## src/common/scratch_params.svh

```systemverilog
`ifndef SCRATCH_PARAMS_SVH
`define SCRATCH_PARAMS_SVH

// Word width in bits
`define SCR_WIDTH_P 32

// Number of words in the scratchpad
`define SCR_ELS_P 64

// Bits per memory slice which divides SCR_WIDTH_P
`define SCR_SLICE_P 8

`endif

```

## src/common/scratch_pkg.sv

```systemverilog
`default_nettype none

`include "scratch_params.svh"

package scratch_pkg;

  // Address width follows the word count
  localparam int scr_addr_width_lc = $clog2(`SCR_ELS_P);

  // Number of narrow slices making up one word
  localparam int scr_slices_lc = `SCR_WIDTH_P / `SCR_SLICE_P;

  // One data word
  typedef logic [`SCR_WIDTH_P-1:0] scr_word_t;

  // Per-bit write mask where 1 writes the bit
  typedef logic [`SCR_WIDTH_P-1:0] scr_mask_t;

  // Word address
  typedef logic [scr_addr_width_lc-1:0] scr_addr_t;

endpackage

`default_nettype wire

```

## src/source/read_response_stage.sv

```systemverilog
`default_nettype none

`include "scratch_params.svh"

module read_response_stage
  import scratch_pkg::*;
(
  input  wire logic      clk_i,
  input  wire logic      arst_n_i,

  input  wire logic      rd_pend_i,
  input  wire scr_word_t rd_data_i,

  output logic           rd_v_o,
  output scr_word_t      rd_data_o
);

  always_ff @(posedge clk_i or negedge arst_n_i)
  begin
    if (!arst_n_i)
    begin
      rd_v_o    <= 1'b0;
      rd_data_o <= '0;
    end
    else
    begin
      rd_v_o <= rd_pend_i; // One pulse per read
      if (rd_pend_i)
        rd_data_o <= rd_data_i; // Hold last read otherwise
    end
  end

  a_rd_v_known: assert property (@(posedge clk_i) disable iff (!arst_n_i)
    !$isunknown(rd_v_o))
    else $error("read_response_stage: rd_v_o unknown after reset");

endmodule

`default_nettype wire

```

## config.mk

```make
export PLATFORM = sky130hd
export DESIGN_NAME = read_response_stage
export DESIGN_NICKNAME = d
export VERILOG_FILES = /design/src/common/scratch_pkg.sv /design/src/source/read_response_stage.sv
export VERILOG_INCLUDE_DIRS = /design/src /design/src/common
export SDC_FILE = /design/constraint.sdc
export NUM_CORES = 1
export LEC_CHECK = 0
export ABC_AREA = 1
export BUFFER_PORTS_ARGS = -buffer_cell sky130_fd_sc_hd__buf_2
export CAP_MARGIN = 40
export CORE_MARGIN = 1.5
export CORE_UTILIZATION = 35
export CTS_BUF_LIST = sky130_fd_sc_hd__clkbuf_8
export DETAILED_ROUTE_END_ITERATION = 8
export GPL_ROUTABILITY_DRIVEN = 1
export PLACE_DENSITY = 0.71
export SLEW_MARGIN = 20
export SYNTH_ARGS = -nofsm -noshare
export SYNTH_HDL_FRONTEND = slang
export SYNTH_SLANG_ARGS = --single-unit
```

## constraint.sdc

```tcl
create_clock -name clk_i -period 1.7 [get_ports clk_i]
set_clock_uncertainty 0.2 [all_clocks]
set_input_delay 0.34 -clock clk_i [delete_from_list [all_inputs] [get_ports clk_i]]
set_output_delay 0.34 -clock clk_i [all_outputs]
set_load 0.01 [all_outputs]
```

# == Word-level counts from Yosys, hierarchy flattened ==
# Index checks and enable logic that the tools add are counted.
# totals
reg_bits,33
inputBits,35
out_inout_bits,33
wordCells,2

# == Depth between registers and ports, before layout ==
# Gate-level depths: netlist (run 1).
# depth
ltp_word,0
ltp_mapped,5
mapped_depth_nobuf,3

# == Worst setup path after synthesis (run 1) ==
# No wires, ideal clock.
# synth_path
path_type,input port to flip-flop
startpoint,in rd_pend_i
endpoint,reg rd_data_o[0]
setup_ns,0.116
arrival_time_ns,0.706
required_ns,1.384
slack_ns,0.677
stages,5
n_path_buf,2
cell_sequence,buf_6 -> inv_8 -> buf_12 -> nand2_2 -> nand2_1
# synth_lines
element,line,text
start: declaration,read_response_stage.sv:11,"input wire logic rd_pend_i,"
end signal: assignment,read_response_stage.sv:29,rd_data_o <= rd_data_i;
end: declaration,read_response_stage.sv:15,output scr_word_t rd_data_o

# == Final worst setup path (run 1) ==
# layout_path
startpoint,reg rd_data_o[9]
endpoint,out rd_data_o[9]
# No word-level cell between the ends.

==> results.ini, run 1 <==
[setup_path]
crit_slowest_cell = dfrtp_1
r2r-end = rd_data_o[29]
worst-path-max-fanout = 2
crit_path_end_kind = primary output
crit_family = flip-flops
cp-startpoint = rd_data_o[9]
cp.depth = 1
r2r_slack_ns = 0.87
start_kind = flip-flop
crit_type = reg2out
crit_path_end = rd_data_o[9]
r2r_start = rd_data_o[29]
cp_num_buf_inv = 1
crit_chain = buf_2
max_stage_delay_ns = 0.40
worst-endpoint-required_ns = 1.16
r2r_cells = 2
arrival_ns = 0.81

[route]
first_pass_iters = 3
via_per_inst = 4.183
vias = 1075
wire_per_inst_um = 10.62
route.detailed.drc = 0
drt-total-wl_mm = 2.729
ant_nets = 0
drt_iter0_drc = 45

[cts]
h-tree-depth = 2
cts_tree = built
cts.root.buffer_cell = clkbuf_8
cts_buffer_depth = 2
ctsHoldBuffers = 1
clk_pin_slew_ns = 0.07
numCtsBuffers = 5
cts_num_sinks = 33
post_cts_buffers = 0
insertion_delay_ns = 0.27
post_cts_resized = 0

[global_route]
antenna_found_initial = 0
track_usage_pct = 15.13
grt_max_degree = 34
grt_pass1_wl_mm = 4.767
gr-total-overflow = 0
grt_pass1_vias = 1082

[sta]
setup-tns-final_ns = 0
rsz0062_at_grt = no
period_share_pct = 79.65
relSlewSlack_pct = 72.77
layout_setup_ws_ns = 0.3459
finalSetupViolCount = 0
hold_viol_final = 0
fmax_mhz = 738.5
worstMarginPinSlew_ns = 0.4085
finalMaxSlewViolations = 0
fin_crit_ns = 1.354

[pwr]
sequentialPowerShare_pct = 47.4
p_leak_nw = 1.045
combPwrFrac_pct = 13.8
netSwitchingPower_mw = 0.4459
internal_power_mw = 1.439
p_per_area_nw_per_um2 = 1067
peakVddDrop_mv = 0.6979
p_sw_share_pct = 23.66
clkPwrFrac_pct = 38.8
p_total_mw = 1.884

[hold_path]
hold_depth = 3
hp-class = in2reg

[finish]
areaGrowthSynthToFinish_pct = 34.09
nets = 243
layout_common_cells = 86 x nand2_1, 67 x buf_2, 33 x dfrtp_1
drive_gt1_share_pct = 42.11
final_cell_count_no_fill = 257
diodes = 0
final_common_cell = nand2_1
fin_area_sq_um = 1767

[synth]
synthTopCellsByArea = dfrtp_1 63%, nand2_1 25%, nand2_2 4.7%
seq_area_frac_synth_pct = 62.68
synth_top_cell_by_area = dfrtp_1
yosysUniqueCellTypes = 7
synth-seq-cells = 33
synth_nets = 172
synthCells = 137
synth_top_cell_area_share_pct = 62.68
avgSynthCellArea_sq_um = 9.617
syn_area_sq_um = 1318
synth_warnings = 0

[placed_design]
hpwlAfterDp_mm = 1.996
gp_congestion = 0.6752
dp_cells = 248
port_buffers = 67
place_ws_ns = 0.4454
placedInstanceArea_sq_um = 1640

[floorplan]
coreArea_sq_um = 3633
die_h_um = 64.36
die_area_sq_um = 4142
dieWidth_um = 64.36
start_util_pct = 36.26
ioPinCount = 68
std_cell_rows = 22

[status]
outcome = completed

[flow_run]
maxCapViolCount = 0

## worst min-delay path: stages
cell and delay (ns):
buf_2 0.07, nand2_1 0.04, nand2_1 0.05
## power by group through the flow
stage	clock [mW]	combinational [mW]	sequential, mW
after floorplan	0	0.103	0.940
final	0.732	0.260	0.892
after CTS	0.763	0.267	0.893
after detailed placement	0	0.265	0.906
after global routing	0.812	0.295	0.901
after global placement	0	0.261	0.904
## cells in the mapped netlist
| master | instances |
|---|---|
| nand2_2 | 10 |
| nand2_1 | 86 |
| inv_8 | 1 |
| buf_6 | 3 |
| buf_12 | 1 |
| dfrtp_1 | 33 |
| clkbuf_8 | 3 |
## metal layers
| metal | share of wire [%] | global-route usage, % | vias up |
|---|---|---|---|
| met1 | 42 | 16.35 | 480 |
| li1 | - | - | 546 |
| met2 | 47 | 26.04 | 43 |
| met5 | 0 | 0 | - |
| met3 | 8.3 | 5.634 | 6 |
| met4 | 2.2 | 7.181 | 0 |
## through the flow
stage               util, %  hold slack (ns)
finish                48.62          0.05288
detailed placement    45.14           0.1894
floorplan                 -          -0.1556
global placement      45.14           0.1877
CTS                   48.62          0.04277
global route          48.62          0.04896
## flip-flops by register name, summed over array words and instances (netlist names)
register   cells
rd_v_o         1
rd_data_o     32
## kinds of logic (layout without fill, tap and decap cells)
kind of cell,Yosys count,in the layout,share of synthesized area [%]
buffers and inverters,8,80,8.072
DFF,33,33,62.68
and+or+nand+nor,96,96,29.25
## cell type report
class | count | area, sq um
inverters | 1 | 11.26
well taps | 48 | 60.06
repair buffers | 71 | 367.9
multi-input cells | 96 | 385.4
fillers | 397 | 1867
clock inverters | 2 | 33.78
flip-flops and latches | 33 | 825.8
clock buffers | 6 | 82.58
## worst min-delay path by stage
stage	from	to
2_1_floorplan	arst_n_i	rd_data_o[0]
3_3_place_gp	arst_n_i	rd_data_o[7]
3_5_place_dp	arst_n_i	rd_data_o[5]
4_1_cts	rd_data_i[19]	rd_data_o[19]
5_1_grt	rd_data_i[30]	rd_data_o[30]
6_report	rd_data_i[19]	rd_data_o[19]
Power figures use the tool's default switching activity.
==> run 2, diff against run 1 <==
--- a/config.mk
+++ b/config.mk
@@ -6,7 +6,7 @@
 export SDC_FILE = /design/constraint.sdc
 export NUM_CORES = 1
 export LEC_CHECK = 0
-export ABC_AREA = 1
+export ABC_AREA = 0
 export BUFFER_PORTS_ARGS = -buffer_cell sky130_fd_sc_hd__buf_2
 export CAP_MARGIN = 40
 export CORE_MARGIN = 1.5
==> constraint.sdc (replaced) <==
create_clock -name clk_i -period 1.3 [get_ports clk_i]
set_clock_uncertainty 0.2 [all_clocks]
set_input_delay 0.26 -clock clk_i [delete_from_list [all_inputs] [get_ports clk_i]]
set_output_delay 0.26 -clock clk_i [all_outputs]
set_load 0.01 [all_outputs]
==> results.ini, run 2 <==
[synth]
avgSynthCellArea_sq_um = 19.86
synth_top_cell_area_share_pct = 60.27
synth_most_common_cell = dfrtp_1
synth_commonest_cells = 33 x dfrtp_1, 30 x mux2_4, 3 x buf_12
synthArstFlopShare_pct = 100.0
synth_xor_area_share_pct = 0
synth_warnings = 0
synth-edff-count = 0
yosys.area_share.adder_pct = 0
ys.flop_type = dfrtp_1
synthCells = 69
yosysUniqueCellTypes = 5
synth_nets = 104
synthTopCellsByArea = dfrtp_1 60%, mux2_4 33%, buf_12 4.4%
synth.area.mux_share_pct = 34.52
yosys.area_share.simple_pct = 0
synth_top_cell_by_area = dfrtp_1
synth_top_family_by_area = multiplexers
syn_area_sq_um = 1370
synth_compound_gate_area_share_pct = 0
synth-seq-cells = 33
seq_area_frac_synth_pct = 60.27

[setup_path]
crit_chain = buf_2
max_stage_delay_ns = 0.39
worst-path-max-fanout = 2
worst-endpoint-required_ns = 0.84
start_kind = flip-flop
crit_path_end_kind = primary output
crit_family = flip-flops
crit_slowest_cell = dfrtp_1
arrival_ns = 0.82
crit_type = reg2out
cp_num_buf_inv = 1

[global_route]
grt_pass1_vias = 890
antenna_found_initial = 0
track_usage_pct = 13.67
grt_max_degree = 21
gr-total-overflow = 0
grt_pass1_wl_mm = 4.326

[route]
drt_iter0_drc = 36
ant_nets = 0
drt-total-wl_mm = 2.752
route.detailed.drc = 0
first_pass_iters = 4
vias = 893
via_per_inst = 4.252
wire_per_inst_um = 13.10

[cts]
insertion_delay_ns = 0.28
h-tree-depth = 2
post_cts_resized = 0
clk_pin_slew_ns = 0.08
cts_buffer_depth = 2
cts.root.buffer_cell = clkbuf_8
cts_tree = built
cts_num_sinks = 33
numCtsBuffers = 5

[floorplan]
die_area_sq_um = 4299
ioPinCount = 68
dieWidth_um = 65.57
die_h_um = 65.57
start_util_pct = 36.87
coreArea_sq_um = 3716
std_cell_rows = 22

[sta]
layout_setup_ws_ns = 0.02307
fmax_mhz = 783.1
relSlewSlack_pct = 77.98
worstMarginPinSlew_ns = 0.3303
period_share_pct = 98.23
whs_ns = 0.01087
setup-tns-final_ns = 0
finalMaxSlewViolations = 0
finalSetupViolCount = 0
hold_viol_final = 0
fin_crit_ns = 1.277
rsz0062_at_grt = yes

[finish]
largest_register_ffs = 32
drive_gt1_share_pct = 75.31
final_common_cell = buf_2
fill_cells = 323
layout_common_cells = 67 x buf_2, 33 x dfrtp_1, 30 x mux2_4
regMostFlops = rd_data_o
areaGrowthSynthToFinish_pct = 49.77
nets = 196
diodes = 0
final_util_pct = 55.22
largestRegisters = rd_data_o: 32 flops, rd_v_o: 1 flops

[placed_design]
gp_congestion = 0.6728
port_buffers = 67
hpwlAfterDp_mm = 1.995
place_ws_ns = 0.02557

[pwr]
p_per_area_nw_per_um2 = 1392
peakVddDrop_mv = 0.7680
p_total_mw = 2.856
p_leak_nw = 1.088

[status]
outcome = completed

[flow_run]
maxCapViolCount = 0

[hold_path]
hp-class = in2reg

run 2: cell count changes in the layout (fill, tap and decap cells not counted), moves of 3 or more:
cell / change
nand2_2: -10
dlygate4sd3_1: +6
nand2_1: -86
buf_4: +9
buf_12: +3
mux2_4: +30
run 2: what timing repair did:
| item | 4_1_cts | 5_1_grt |
|---|---|---|
| endpoints found under the setup margin | 0 | 17 |
| hold buffers | 7 | 0 |
| setup buffers | 0 | 12 |
| hold endpoints to repair | 39 | 0 |
run 2: final timing paths:
kind | slack (ns) | cells past startpoint | from | end
worst min register to register | 0.31 | 1 | rd_data_o[25] | rd_data_o[25]
max in group asynchronous | 0.27 | 3 | arst_n_i | rd_data_o[11]
worst min-delay path | 0.01 | 2 | rd_data_i[19] | rd_data_o[19]
worst max-delay path | 0.02 | 1 | rd_data_o[19] | rd_data_o[19]
worst max register to register | 0.20 | 2 | rd_data_o[28] | rd_data_o[28]
min in group asynchronous | 0.22 | 2 | arst_n_i | rd_data_o[7]
run 2: per-stage QoR:
step | cells | instance area (sq um)
floorplan | 69 | 1370
global route | 210 | 2052
detailed placement | 183 | 1754
CTS | 198 | 1962
finish | 210 | 2052
global placement | 183 | 1754
run 2: final cells by class:
type / instances / area (sq um) / area share (%)
sequential: 33 / 825.8 / 40.24
timing repair buffer: 89 / 555.5 / 27.07
multi-input combinational: 32 / 473.0 / 23.05
clock buffer: 5 / 68.82 / 3.354
clock inverter: 3 / 68.82 / 3.354
tap: 48 / 60.06 / 2.927
run 2: kinds of logic (layout without fill, tap and decap cells):
logic type,after synthesis,after routing
DFF,33,33
muxes,32,32
buffers and inverters,4,97
run 2: worst reg2reg max path, delay by kind of cell, from the launching register on:
| family | cells | cell delay (ns) |
|---|---|---|
| buf+inv | 1 | 0.14 |
| flops | 1 | 0.39 |
| mux | 1 | 0.26 |
run 2: report_power, final:
| part | leakage, nW | internal (mW) | switching (mW) | total (mW) |
|---|---|---|---|---|
| Combinational | 0.634 | 0.320 | 0.191 | 0.512 |
| Sequential | 0.386 | 1.13 | 0.0550 | 1.18 |
| Clock | 0.0687 | 0.772 | 0.390 | 1.16 |
| Total | 1.09 | 2.22 | 0.636 | 2.86 |
run 2: metal layers:
metal	wire (um)	vias to the layer above	global-route usage (%)
met4	6	0	3.125
met5	0	-	0
met1	1146	429	17.56
met3	173	2	5.308
met2	1425	41	21.81
li1	-	421	-
==> run 3, diff against run 2 <==
--- a/config.mk
+++ b/config.mk
@@ -14,6 +14,7 @@
 export CTS_BUF_LIST = sky130_fd_sc_hd__clkbuf_8
 export DETAILED_ROUTE_END_ITERATION = 8
 export GPL_ROUTABILITY_DRIVEN = 1
+export HOLD_SLACK_MARGIN = 0.06
 export PLACE_DENSITY = 0.71
 export SLEW_MARGIN = 20
 export SYNTH_ARGS = -nofsm -noshare
==> results.ini, run 3 (synthesized netlist as in run 2, its figures left out) <==
[sta]
hold_viol_final = 0
relSlewSlack_pct = 77.87
finalSetupViolCount = 0
period_share_pct = 99.51
whs_ns = 0.1436
worstMarginPinSlew_ns = 0.3319
fmax_mhz = 773.0
finalMaxSlewViolations = 0
fin_crit_ns = 1.294
rsz0062_at_grt = yes

[finish]
final_cell_count_no_fill = 237
drive_gt1_share_pct = 65.08
largest_register_ffs = 32
layout_common_cells = 67 x buf_2, 33 x dlygate4sd3_1, 33 x dfrtp_1
nets = 223
areaGrowthSynthToFinish_pct = 69.31
regMostFlops = rd_data_o
fill_cells = 299
diodes = 0
fin_area_sq_um = 2320
largestRegisters = rd_data_o: 32 flops, rd_v_o: 1 flops
final_common_cell = buf_2

[setup_path]
arrival_ns = 0.83
crit_chain = buf_2
crit_family = flip-flops
crit_path_end_kind = primary output
cp_num_buf_inv = 1
r2r_cells = 2
cp-startpoint = rd_data_o[19]
r2r_start = rd_data_o[19]
worst-endpoint-required_ns = 0.84
r2r-end = rd_data_o[19]
start_kind = flip-flop
worst-path-max-fanout = 2
r2r_slack_ns = 0.19
crit_slowest_cell = dfrtp_1
max_stage_delay_ns = 0.40
crit_type = reg2out

[placed_design]
placedInstanceArea_sq_um = 1754
dp_cells = 183
hpwlAfterDp_mm = 1.995
port_buffers = 67
gp_congestion = 0.6728

[route]
via_per_inst = 4.177
route.detailed.drc = 0
drt-total-wl_mm = 3.246
wire_per_inst_um = 13.70
first_pass_iters = 3
vias = 990
ant_nets = 0
drt_iter0_drc = 37

[global_route]
grt_pass1_wl_mm = 5.043
track_usage_pct = 16.10
grt_pass1_vias = 1057
antenna_found_initial = 0
gr-total-overflow = 0
grt_max_degree = 21

[cts]
numCtsBuffers = 5
cts_tree = built
insertion_delay_ns = 0.28
cts.root.buffer_cell = clkbuf_8
cts_buffer_depth = 2
h-tree-depth = 2
clk_pin_slew_ns = 0.08
cts_num_sinks = 33

[hold_path]
hp-class = in2reg
hold_depth = 2
worstHoldStart = rd_pend_i
hold_path_end = rd_v_o

[floorplan]
die_h_um = 65.57
dieWidth_um = 65.57
std_cell_rows = 22
start_util_pct = 36.87
coreArea_sq_um = 3716
die_area_sq_um = 4299
ioPinCount = 68

[status]
outcome = completed

[pwr]
peakVddDrop_mv = 0.7683
p_per_area_nw_per_um2 = 1264
p_leak_nw = 1.202
p_total_mw = 2.933

[flow_run]
maxCapViolCount = 0

==> run 3: changes by cell type in the layout (fill, tap and decap cells not counted) <==
cell | before | now
buf_4 | 12 | 13
dlygate4sd3_1 | 7 | 33
==> run 3: where the power goes <==
group          internal, mW  switching [mW]
clock network         0.772           0.394
registers              1.13          0.0556
logic                 0.375           0.208
==> run 3: timing repair <==
action	4_1_cts	5_1_grt
setup endpoints to repair	0	20
buffers inserted	0	13
endpoints found under the hold margin	65	0
hold buffers	33	0
resized for setup	0	0
==> run 3: area by class of cell <==
type,count,area [sq um],share of cell area (%)
sequential,33,825.8,35.60
timing repair buffer,116,823.3,35.49
multi-input combinational,32,473.0,20.39
clock buffer,5,68.82,2.967
clock inverter,3,68.82,2.967
tap,48,60.06,2.589
==> run 3: per-layer routing <==
| metal | global-route usage (%) | vias to the layer above | routed length (um) |
|---|---|---|---|
| met1 | 17.71 | 471 | 1256 |
| li1 | - | 474 | - |
| met3 | 5.308 | 4 | 161 |
| met4 | 3.906 | 0 | 17 |
| met2 | 29.72 | 41 | 1811 |
| met5 | 0 | - | 0 |
==> run 3: worst max-delay path by stage <==
stage | endpoint | slack [ns] | depth (start not counted)
final | rd_data_o[19] | 0.006 | 1
after global routing | rd_data_o[19] | -0.03 | 1
after CTS | rd_data_o[19] | 0.003 | 1
after detailed placement | rd_data_o[19] | 0.03 | 3
after global placement | rd_data_o[16] | 0.05 | 3
after floorplan | rd_data_o[0] | 0.17 | 3
==> run 3: metrics by stage <==
step	util [%]	setup WS [ns]	TNS, ns
floorplan	-	0.1728	0
global placement	47.21	0.04704	0
detailed placement	47.21	0.02557	0
CTS	59.80	0.003331	0
global route	62.42	-0.03234	-0.1235
finish	62.42	0.006326	0
