--- config.mk ---
export PLATFORM = sky130hd
export DESIGN_NAME = port_request_stage
export DESIGN_NICKNAME = d
export VERILOG_FILES = /design/src/common/scratch_pkg.sv /design/src/source/port_request_stage.sv
export VERILOG_INCLUDE_DIRS = /design/src /design/src/common
export SDC_FILE = /design/constraint.sdc
export NUM_CORES = 1
export LEC_CHECK = 0
export ABC_AREA = 1
export ABC_CLOCK_PERIOD_IN_PS = 1600
export BUFFER_PORTS_ARGS = -buffer_cell sky130_fd_sc_hd__buf_2
export CORE_ASPECT_RATIO = 1.2
export CORE_UTILIZATION = 30
export CTS_CLUSTER_SIZE = 12
export DETAILED_ROUTE_END_ITERATION = 12
export GPL_TIMING_DRIVEN = 1
export PLACE_DENSITY_LB_ADDON = 0.08
export SYNTH_ARGS = -nofsm -noshare
export SYNTH_HDL_FRONTEND = slang
export SYNTH_SLANG_ARGS = --single-unit
--- constraint.sdc ---
create_clock -name clk_i -period 1.6 [get_ports clk_i]
set_clock_uncertainty 0.05 [all_clocks]
set_input_delay 0.24 -clock clk_i [delete_from_list [all_inputs] [get_ports clk_i]]
set_output_delay 0.24 -clock clk_i [all_outputs]
set_load 0.05 [all_outputs]
--- src/common/scratch_params.svh ---
`ifndef SCRATCH_PARAMS_SVH
`define SCRATCH_PARAMS_SVH

// Word width in bits
`define SCR_WIDTH_P 32

// Number of words in the scratchpad
`define SCR_ELS_P 64

// Bits per memory slice which divides SCR_WIDTH_P
`define SCR_SLICE_P 8

`endif

--- src/common/scratch_pkg.sv ---
`default_nettype none

`include "scratch_params.svh"

package scratch_pkg;

  // Address width follows the word count
  localparam int scr_addr_width_lc = $clog2(`SCR_ELS_P);

  // Number of narrow slices making up one word
  localparam int scr_slices_lc = `SCR_WIDTH_P / `SCR_SLICE_P;

  // One data word
  typedef logic [`SCR_WIDTH_P-1:0] scr_word_t;

  // Per-bit write mask where 1 writes the bit
  typedef logic [`SCR_WIDTH_P-1:0] scr_mask_t;

  // Word address
  typedef logic [scr_addr_width_lc-1:0] scr_addr_t;

endpackage

`default_nettype wire

--- src/source/port_request_stage.sv ---
`default_nettype none

`include "scratch_params.svh"

module port_request_stage
  import scratch_pkg::*;
(
  input  wire logic      clk_i,
  input  wire logic      arst_n_i,

  input  wire logic      v_i,
  input  wire logic      w_i,
  input  wire scr_addr_t addr_i,
  input  wire scr_word_t data_i,
  input  wire scr_mask_t w_mask_i,

  output logic           v_o,
  output logic           w_o,
  output scr_addr_t      addr_o,
  output scr_word_t      data_o,
  output scr_mask_t      w_mask_o,
  output logic           rd_pend_o
);

  logic w_drop; // Write that would change no bit

  assign w_drop = w_i & ~(|w_mask_i);

  always_ff @(posedge clk_i or negedge arst_n_i)
  begin
    if (!arst_n_i)
    begin
      v_o       <= 1'b0;
      w_o       <= 1'b0;
      rd_pend_o <= 1'b0;
    end
    else
    begin
      v_o       <= v_i & ~w_drop;
      w_o       <= w_i;
      rd_pend_o <= v_o & ~w_o; // Lines up with memory read data
    end
  end

  always_ff @(posedge clk_i)
  begin
    addr_o   <= addr_i;
    data_o   <= data_i;
    w_mask_o <= w_mask_i;
  end

  a_v_known: assert property (@(posedge clk_i) disable iff (!arst_n_i)
    !$isunknown(v_i))
    else $error("port_request_stage: v_i unknown after reset");

endmodule

`default_nettype wire

Word-level counts from Yosys, hierarchy flattened
Index checks and enable logic that the tools add are counted.
Storage, ports and cells
  register bits: 73
  bits in latches: 0
  memory bits (writable): 0
  bits in read-only memories: 0
  output and inout bits: 73
  word-level logic and storage cells: 13
  memories: 0
Operators by class
  $add $sub $neg: 0
  multiply operators: 0
  divide/modulo/power cells: 0
  order comparisons: 0
  equal/unequal tests: 0
  shift operators: 0
  multiplexer cells: 0
  bitwise operators: 6
  reductions and logical operators: 1
Operator list (count)
  OR reduction 32 bit: 1
  bitwise AND 1 bit: 3
  NOT 1 bit: 3

Logic depth before layout (Yosys ltp)
Gate-level depths: netlist of the first run.
  word-level depth: 5
  mapped depth: 6

Worst setup path before layout of the first run
OpenSTA, ideal clock, no wires.
  path type: reg-to-output
  start: register w_o
  end: output w_o
  arrival: 601 ps
  required time: 1310 ps
  setup slack: 709 ps
  stages on the path, launching flop included: 1
  cells stage by stage: dfrtp_1
RTL lines
  start, declared: RTL line port_request_stage.sv:18  | output logic w_o,
  start signal, assigned: RTL line port_request_stage.sv:40  | w_o <= w_i;
No word-level cell between the ends.

Final worst setup path of the first run
  start: input w_mask_i[5]
  end: register v_o
On the way
  word-level cells in the longest chain between the ends: 5
Ends and longest elaborated chain
  start, declared: RTL line port_request_stage.sv:15  | input wire scr_mask_t w_mask_i,
  OR reduction 32 bit: RTL line port_request_stage.sv:27  | assign w_drop = w_i & ~(|w_mask_i);
  NOT 1 bit: RTL line port_request_stage.sv:27
  bitwise AND 1 bit: RTL line port_request_stage.sv:27
  NOT 1 bit: RTL line port_request_stage.sv:39  | v_o <= v_i & ~w_drop;
  bitwise AND 1 bit: RTL line port_request_stage.sv:39
  end signal, assigned: RTL line port_request_stage.sv:39
  end, declared: RTL line port_request_stage.sv:17  | output logic v_o,
No other way between the ends.

==> results.txt, run 1 <==
Leading cell type in the layout, fill and taps excluded = buf_2
WL per Instance = 10.77 um
GR Util All Layers = 0.1503
Setup tns final = 0 ps
Outcome = finished clean
FF-to-FF setup slack = 990 ps
Area delta synth->final = 106.3%
Startpoint types = input pin
FF+latch count, synth = 73
Crit-path max FO = 2
Die X = 69.17 um
Power density over the cells = 1200 nW/um^2
VDD IR-drop max = 0.0005674 V
CP dominant cell by count = nor2_1
Fillers = 435
TritonCTS clock tree = yes
Total power = 4.020 mW
Vias = 1556
Critical path cell sequence = dlygate4sd3_1 -> buf_2 -> or2_1 -> nor2_1 -> nand2_1 -> nor2_1 -> nor2_1
Final setup violating endpoints = 0
Placed wire-length estimate = 2713 um
LEAKAGE = 1.669 nW
Die Area = 5713 sq um
MaxCap Viol Count = 0
Max-slew violation count = 0
DR pass1 iterations = 3
Post-Route WL = 4372 um
H-tree level count = 3
Distinct cell type count after synthesis = 9
IO Port Bufs = 146
Initial antenna violation count = 0
Pin count of the biggest net entering global routing = 13
Worst Path Required = 1770 ps
# clock sinks = 73
Core area = 5261 sq um
Ports = 147
RSZ-0062 raised after global routing = false
Post-Synthesis Cells = 110
GR Overflow Total = 0
Hold_sp = v_i
Buf/Inv on CP = 2
Hold WC Path Type = input pin to flip-flop
Post-synth net total = 184
CP max stage cell = dlygate4sd3_1
Worst EP arrival = 1440 ps
Final min period = 1271 ps
Fmax = 786.7 MHz
Std-Cell Rows = 29
Reg2reg start = v_o
Critical R2R Capture = rd_pend_o
Sequential cell area fraction in the yosys report = 0.9091
Final-report hold violation count = 0
Initial core utilization = 0.3087
Hold Path Sink = v_o
Skew-Pair Late Insertion Delay = 320 ps
Pin slew with the least headroom to its limit = 273.4 ps
Syn_area_per_cell = 14.76 sq um
Post_cts resized = 0
Layout cells sized above 1 = 0.4680
Delay-heaviest family, CP = buffers and inverters
CP peak stage delay = 540 ps
Ant. Diodes = 0
GP Congestion = 0.6595
# nets final = 413
1st-iter DRT viols = 31
WHS Path Cells = 3
Die Span Y = 82.60 um
Reg2Reg Depth = 2
Post-Syn Area = 1624 sq um
Detailed-route DRC error count = 0
Antenna-violating nets left = 0
Via-per-instance ratio = 3.833
Global-route wire length before repair = 6472 um
Yosys warning count = 0
Vias in the first global route = 1548
Reg clk slew, reported paths = 70 ps
Commonest cells after routing, fill and taps aside = buf_2 (146), dlygate4sd3_1 (72), dfxtp_1 (70)
Max clock buf depth = 2
Crit path capture type = flip-flop
Period utilisation layout = 0.7945
Max_slew headroom = 0.8190
CTS root buf = clkbuf_8
CTS Buf Count = 9
Critical path class = input pin to flip-flop
## per-layer routing
layer	wire length (um)	vias to the layer above	part of all wire	GRT usage
li1	-	792	-	-
met1	1550	679	0.35	0.1371
met2	2435	77	0.56	0.2893
met3	311	8	0.071	0.05340
met4	75	0	0.017	0.08980
met5	0	-	0	0
## tightest hold or removal path, stage by stage
cell,delay (ps)
buf_2,100
inv_1,40
nor2_1,30
## layout make-up
cell class | instances | area, sq um | area share
clock buffer | 12 | 145.1 | 0.04332
tap | 62 | 77.57 | 0.02315
inverter | 4 | 15.01 | 0.004481
multi-input combinational | 33 | 132.6 | 0.03958
sequential | 73 | 1476 | 0.4406
clock inverter | 4 | 52.55 | 0.01568
timing repair buffer | 218 | 1451 | 0.4332
## synth_stat cells, drive strengths merged
master | count | area (sq um)
dfrtp | 3 | 75.07
dfxtp | 70 | 1401
inv | 4 | 15.01
nand2 | 9 | 33.78
nand3 | 1 | 5.000
nor2 | 21 | 81.33
or2 | 2 | 12.52
## worst max path at each step
stage	end	depth (start not counted)	slack [ps]	startpoint
2_1_floorplan	w_o	0	710	w_o
3_3_place_gp	v_o	7	550	w_mask_i[27]
3_5_place_dp	v_o	6	550	w_mask_i[5]
4_1_cts	v_o	7	330	w_mask_i[5]
5_1_grt	v_o	8	250	w_mask_i[27]
6_report	v_o	7	330	w_mask_i[5]
## flip-flops by register name, indices dropped and copies added, names as in the netlist
signal and flops:
rd_pend_o 1, w_o 1, v_o 1, addr_o 6, data_o 32, w_mask_o 32
## cell families after synthesis
family / synth area share
flip-flops: 0.9091
AND/OR/NAND/NOR: 0.08167
buffers and inverters: 0.009242
## where the power goes
group          total [mW]  leakage, nW  switching (mW)  internal [mW]
combinational       0.695        0.942           0.446          0.248
sequential           1.94        0.627          0.0206           1.91
clock                1.39        0.101           0.623          0.767
total                4.02         1.67            1.09           2.93
## what timing repair did
item | in CTS | in global routing
hold buffers | 72 | 0
buffers inserted | 0 | 0
hold endpoints to repair | 74 | 0
## metrics by stage
step                        util  std cells  hold WS [ps]  cell area, sq um  setup WS [ps]
after detailed placement  0.4623        318        -7.323              2432          546.7
after CTS                 0.6369        406         54.65              3351          333.4
after global placement    0.4623        318        -8.641              2432          553.6
after global routing      0.6369        406         65.13              3351          248.7
after floorplan                -        110        -105.6              1624          709.4
final                     0.6369        406         74.41              3351          328.9
Note: power is estimated with default switching activity, not from simulation.
==> run 2, diff against run 1 <==
- ABC_CLOCK_PERIOD_IN_PS: 1600 -> 1300
- clock period: 1.6 -> 1.3 ns (I/O delays scaled with it)
==> run 2 against run 1 <==
Net effect: via count is 1.7% lower; critical path type unchanged; first-iteration DRC count up 23%; core utilization shrank 0.12 points; register-to-register slack got worse by 300 ps.
==> results.txt, run 2 (same netlist as run 1, synthesis figures left out) <==
Max Used Layer = met4
Initial core utilization = 0.3087
Max-slew violation count = 0
Placed wire-length estimate = 2756 um
Crit path capture type = flip-flop
Clock power frac = 0.352
Startpoint types = input pin
Via-per-instance ratio = 3.815
Reg2reg start = v_o
Pin slew with the least headroom to its limit = 266.5 ps
Hold Path Sink = v_o
Top Registers = data_o (32), w_mask_o (32), addr_o (6)
CP dominant cell by count = nor2_1
Ant. Diodes = 0
Skew-Pair Late Insertion Delay = 320 ps
Delay-heaviest family, CP = buffers and inverters
Total power = 4.991 mW
Pin count of the biggest net entering global routing = 13
Sequential Power Share = 0.477
Gate power share = 0.170
Area delta synth->final = 105.9%
Vias in the first global route = 1465
CP max stage cell = dlygate4sd3_1
Area of the multi-input gates = 142.6 sq um
Critical path class = input pin to flip-flop
RSZ-0062 raised after global routing = false
Power density over the cells = 1492 nW/um^2
TritonCTS clock tree = yes
Post-Route WL = 4362 um
Non-filler instance count after layout = 401
WHS Path Cells = 3
Worst EP arrival = 1370 ps
Leading cell type in the layout, fill and taps excluded = buf_2
Vias = 1530
Detailed-route DRC error count = 0
# clock sinks = 73
VDD IR-drop max = 0.0007114 V
1st-iter DRT viols = 38
GR Overflow Total = 0
Die Area = 5713 sq um
MaxCap Viol Count = 0
Final setup violating endpoints = 0
H-tree level count = 3
Outcome = finished clean
CTS Buf Count = 9
Fmax = 829.8 MHz
Max_slew headroom = 0.8236
Final WS setup = 94.95 ps
Met3 wire length = 315 um
IO Port Bufs = 146
CTS root buf = clkbuf_8
Critical path cell sequence = dlygate4sd3_1 -> buf_2 -> nor2_1 -> nand2_1 -> nor2_1 -> nand3_1 -> nor2_1 -> nor2_1
FF-to-FF setup slack = 690 ps
Fillers = 425
Reg2Reg Depth = 2
Antenna-violating nets left = 0
GP Congestion = 0.6594
Sw Pwr = 1.340 mW
# nets final = 408
Register Area = 1476 sq um
Critical R2R Capture = rd_pend_o
Placement Setup Slack = 288.8 ps
Setup tns final = 0 ps
Final core occ = 0.6357
Die Span Y = 82.60 um
Layout cells sized above 1 = 0.4749
Crit-path max FO = 2
Hold WC Path Type = input pin to flip-flop
Met1 WL = 1557 um
Placed cells = 318
Initial antenna violation count = 0
DR pass1 iterations = 4
Commonest cells after routing, fill and taps aside = buf_2 (141), dlygate4sd3_1 (72), dfxtp_1 (70)
Worst Path Required = 1470 ps
Global-route wire length before repair = 6306 um
Worst Setup SP = w_mask_i[18]
Final min period = 1205 ps
Final-report hold violation count = 0
WL per Instance = 10.88 um
Period utilisation layout = 0.9270
Internal power = 3.651 mW
Buf/Inv on CP = 2
Ports = 147
LEAKAGE = 1.651 nW
Switching fraction of total power = 0.2685
Hold_sp = v_i
Std-Cell Rows = 29
CP peak stage delay = 540 ps
Reg clk slew, reported paths = 70 ps
Core area = 5261 sq um
GR Util All Layers = 0.1486
Met2 WL = 2393 um
Die X = 69.17 um
Max clock buf depth = 2
[run 2: what timing repair did]
item | in CTS | in global routing
endpoints found under the setup margin | 0 | 1
hold buffers | 72 | 0
gates resized for setup | 0 | 4
hold endpoints to repair | 74 | 0
buffers inserted | 0 | 0
[run 2: tightest hold or removal path, cell delays in order]
cell and delay [ps]:
buf_2 100, inv_1 40, nor2_1 30
[run 2: metrics by stage]
stage	instance area (sq um)	hold slack [ps]
6_report	3344	29.63
5_1_grt	3344	16.76
4_1_cts	3359	13.89
3_5_place_dp	2432	-54.42
3_3_place_gp	2432	-53.64
2_1_floorplan	1624	-150.6
[run 2: cell type report]
cell class | instances | area share
clock buffer | 12 | 0.04639
clock inverter | 4 | 0.01534
inverter | 4 | 0.004489
multi-input combinational | 33 | 0.04265
sequential | 73 | 0.4415
tap | 62 | 0.02319
timing repair buffer | 213 | 0.4265
[run 2: metal layers]
layer  GRT usage  vias to the layer above
met5           0                        -
met1      0.1436                      660
met4     0.09796                        0
met2      0.2767                       77
li1            -                      783
met3     0.04612                       10
[run 2: power groups by stage]
stage	registers, mW	logic (mW)	clock network [mW]
global route	2.39	0.891	1.92
floorplan	2.87	0.0185	0
global placement	2.43	0.685	0
detailed placement	2.43	0.686	0
CTS	2.38	0.854	1.83
finish	2.38	0.850	1.76
[run 2: how the worst max path moves through the flow]
stage	to	slack [ps]	cells after the start
after floorplan	rd_pend_o	420	2
after global placement	v_o	300	7
after detailed placement	v_o	290	6
after CTS	v_o	80	7
after global routing	v_o	0.2	8
final	v_o	90	8
==> run 3, diff against run 2 <==
==> constraint.sdc (replaced) <==
create_clock -name clk_i -period 1.3 [get_ports clk_i]
set_clock_uncertainty 0.05 [all_clocks]
set_input_delay 0.26 -clock clk_i [delete_from_list [all_inputs] [get_ports clk_i]]
set_output_delay 0.26 -clock clk_i [all_outputs]
set_load 0.05 [all_outputs]
==> run 3 against run 2 <==
Net effect: total power fell by 2.6%; core utilization down 1.2 points; combinational power down 1%; die area unchanged; worst setup slack worse by 33 ps; critical endpoint is now data_o[0].
==> results.txt, run 3 (same netlist as run 1, synthesis figures left out) <==
Outcome = finished clean
Final min period = 1238 ps
Post-Route WL = 4484 um
Final setup violating endpoints = 0
Vias = 1508
# nets final = 395
# clock sinks = 73
Gate power share = 0.173
Skew-Pair Late Insertion Delay = 320 ps
Detailed-route DRC error count = 0
1st-iter DRT viols = 30
Ports = 147
Sequential Power Share = 0.490
Power density over the cells = 1483 nW/um^2
Critical path class = flip-flop to primary output
Global-route wire length before repair = 6513 um
Core area = 5261 sq um
Final-report hold violation count = 0
Ant. Diodes = 0
Initial core utilization = 0.3087
Startpoint types = flip-flop
Max_slew headroom = 0.8257
CTS Buf Count = 9
Top Registers = data_o (32), w_mask_o (32), addr_o (6)
CTS root buf = clkbuf_8
GR Overflow Total = 0
Crit-path max FO = 1
Total power = 4.864 mW
Placed cells = 318
Initial antenna violation count = 0
H-tree level count = 3
Critical path cell sequence = buf_2
Max clock buf depth = 2
MaxCap Viol Count = 0
Delay-heaviest family, CP = flip-flops
WL per Instance = 11.59 um
Pin slew with the least headroom to its limit = 263.2 ps
Met1 Track Usage GR = 0.1432
Worst EP arrival = 930 ps
DR pass1 iterations = 4
Internal power = 3.514 mW
Met2 usage = 0.2854
Max-slew violation count = 0
Layout cells sized above 1 = 0.4677
Postcts setup bufs = 0
Sw Pwr = 1.349 mW
Via-per-instance ratio = 3.897
Die X = 69.17 um
Buf/Inv on CP = 1
Commonest cells after routing, fill and taps aside = buf_2 (126), dfxtp_1 (70), dlygate4sd3_1 (69)
Clock power frac = 0.337
CP peak stage delay = 330 ps
VDD IR-drop max = 0.0006971 V
Reg clk slew, reported paths = 70 ps
Placed wire-length estimate = 2716 um
Switching fraction of total power = 0.2774
Std-Cell Rows = 29
Die Area = 5713 sq um
Period utilisation layout = 0.9526
TritonCTS clock tree = yes
CP max stage cell = dfxtp_1
Antenna-violating nets left = 0
Hold WC Path Type = input pin to flip-flop
Vias in the first global route = 1498
GR Util met3 = 0.05340
GR Util All Layers = 0.1525
Fillers = 440
Fmax = 807.5 MHz
Die Span Y = 82.60 um
GP Congestion = 0.6595
Pin count of the biggest net entering global routing = 13
Non-filler instance count after layout = 387
Leading cell type in the layout, fill and taps excluded = buf_2
Worst Path Required = 990 ps
Area delta synth->final = 101.9%
LEAKAGE = 1.617 nW
IO Port Bufs = 146
Crit path capture type = primary output
GRT busiest layer = met2
[run 3: changes by cell type in the layout (fill, tap and decap cells not counted), moves of 3 or more]
| cell | previous run | this run |
|---|---|---|
| nor2_2 | 5 | 9 |
| nor2_1 | 16 | 12 |
| buf_2 | 141 | 126 |
| dlygate4sd3_1 | 72 | 69 |
| dlymetal6s4s_1 | 0 | 3 |
[run 3: routing by layer]
| metal | wire length, um | up-vias |
|---|---|---|
| met5 | 0 | - |
| met4 | 118 | 0 |
| met3 | 323 | 10 |
| met2 | 2461 | 79 |
| met1 | 1581 | 664 |
| li1 | - | 755 |
[run 3: repair_timing]
action | in CTS | in global routing
hold buffers | 72 | 0
resized for setup | 0 | 13
endpoints found under the hold margin | 74 | 0
setup endpoints to repair | 0 | 3
[run 3: tightest hold or removal path: cells and delay by family]
| kind | cells | cell delay (ps) |
|---|---|---|
| and+or+nand+nor | 1 | 30 |
| buffers and inverters | 2 | 140 |
[run 3: worst paths after layout]
kind                       slack (ps)   endpoint      start  cells after the start
setup reg to reg                  680  rd_pend_o        v_o                      2
hold / removal                     90        v_o        v_i                      3
setup / recovery                   60  data_o[0]  data_o[0]                      1
max in group asynchronous         890  rd_pend_o   arst_n_i                      2
hold reg to reg                   380  rd_pend_o        w_o                      1
min in group asynchronous         200        w_o   arst_n_i                      2
[run 3: area by class of cell]
type,instances,area [sq um],area share
sequential,73,1476,0.4502
clock buffer,9,123.9,0.03777
multi-input combinational,33,152.6,0.04655
tap,62,77.57,0.02366
inverter,4,15.01,0.004578
timing repair buffer,200,1374,0.4189
clock inverter,6,60.06,0.01831
[run 3: through the flow]
stage	hold WS, ps	utilization	instance area, sq um	worst slack [ps]	setup TNS (ps)
6_report	86.52	0.6233	3279	61.59	0
5_1_grt	77.18	0.6233	3279	-10.51	-10.51
4_1_cts	76.93	0.6342	3337	5.330	0
3_5_place_dp	11.23	0.4623	2432	220.4	0
3_3_place_gp	11.36	0.4623	2432	233.5	0
2_1_floorplan	-85.59	-	1624	389.4	0
[run 3: power groups by stage]
| stage | Sequential, mW | Combinational, mW | Clock [mW] |
|---|---|---|---|
| 4_1_cts | 2.38 | 0.854 | 1.68 |
| 3_5_place_dp | 2.43 | 0.685 | 0 |
| 5_1_grt | 2.39 | 0.881 | 1.78 |
| 6_report | 2.38 | 0.841 | 1.64 |
| 3_3_place_gp | 2.43 | 0.685 | 0 |
| 2_1_floorplan | 2.87 | 0.0185 | 0 |
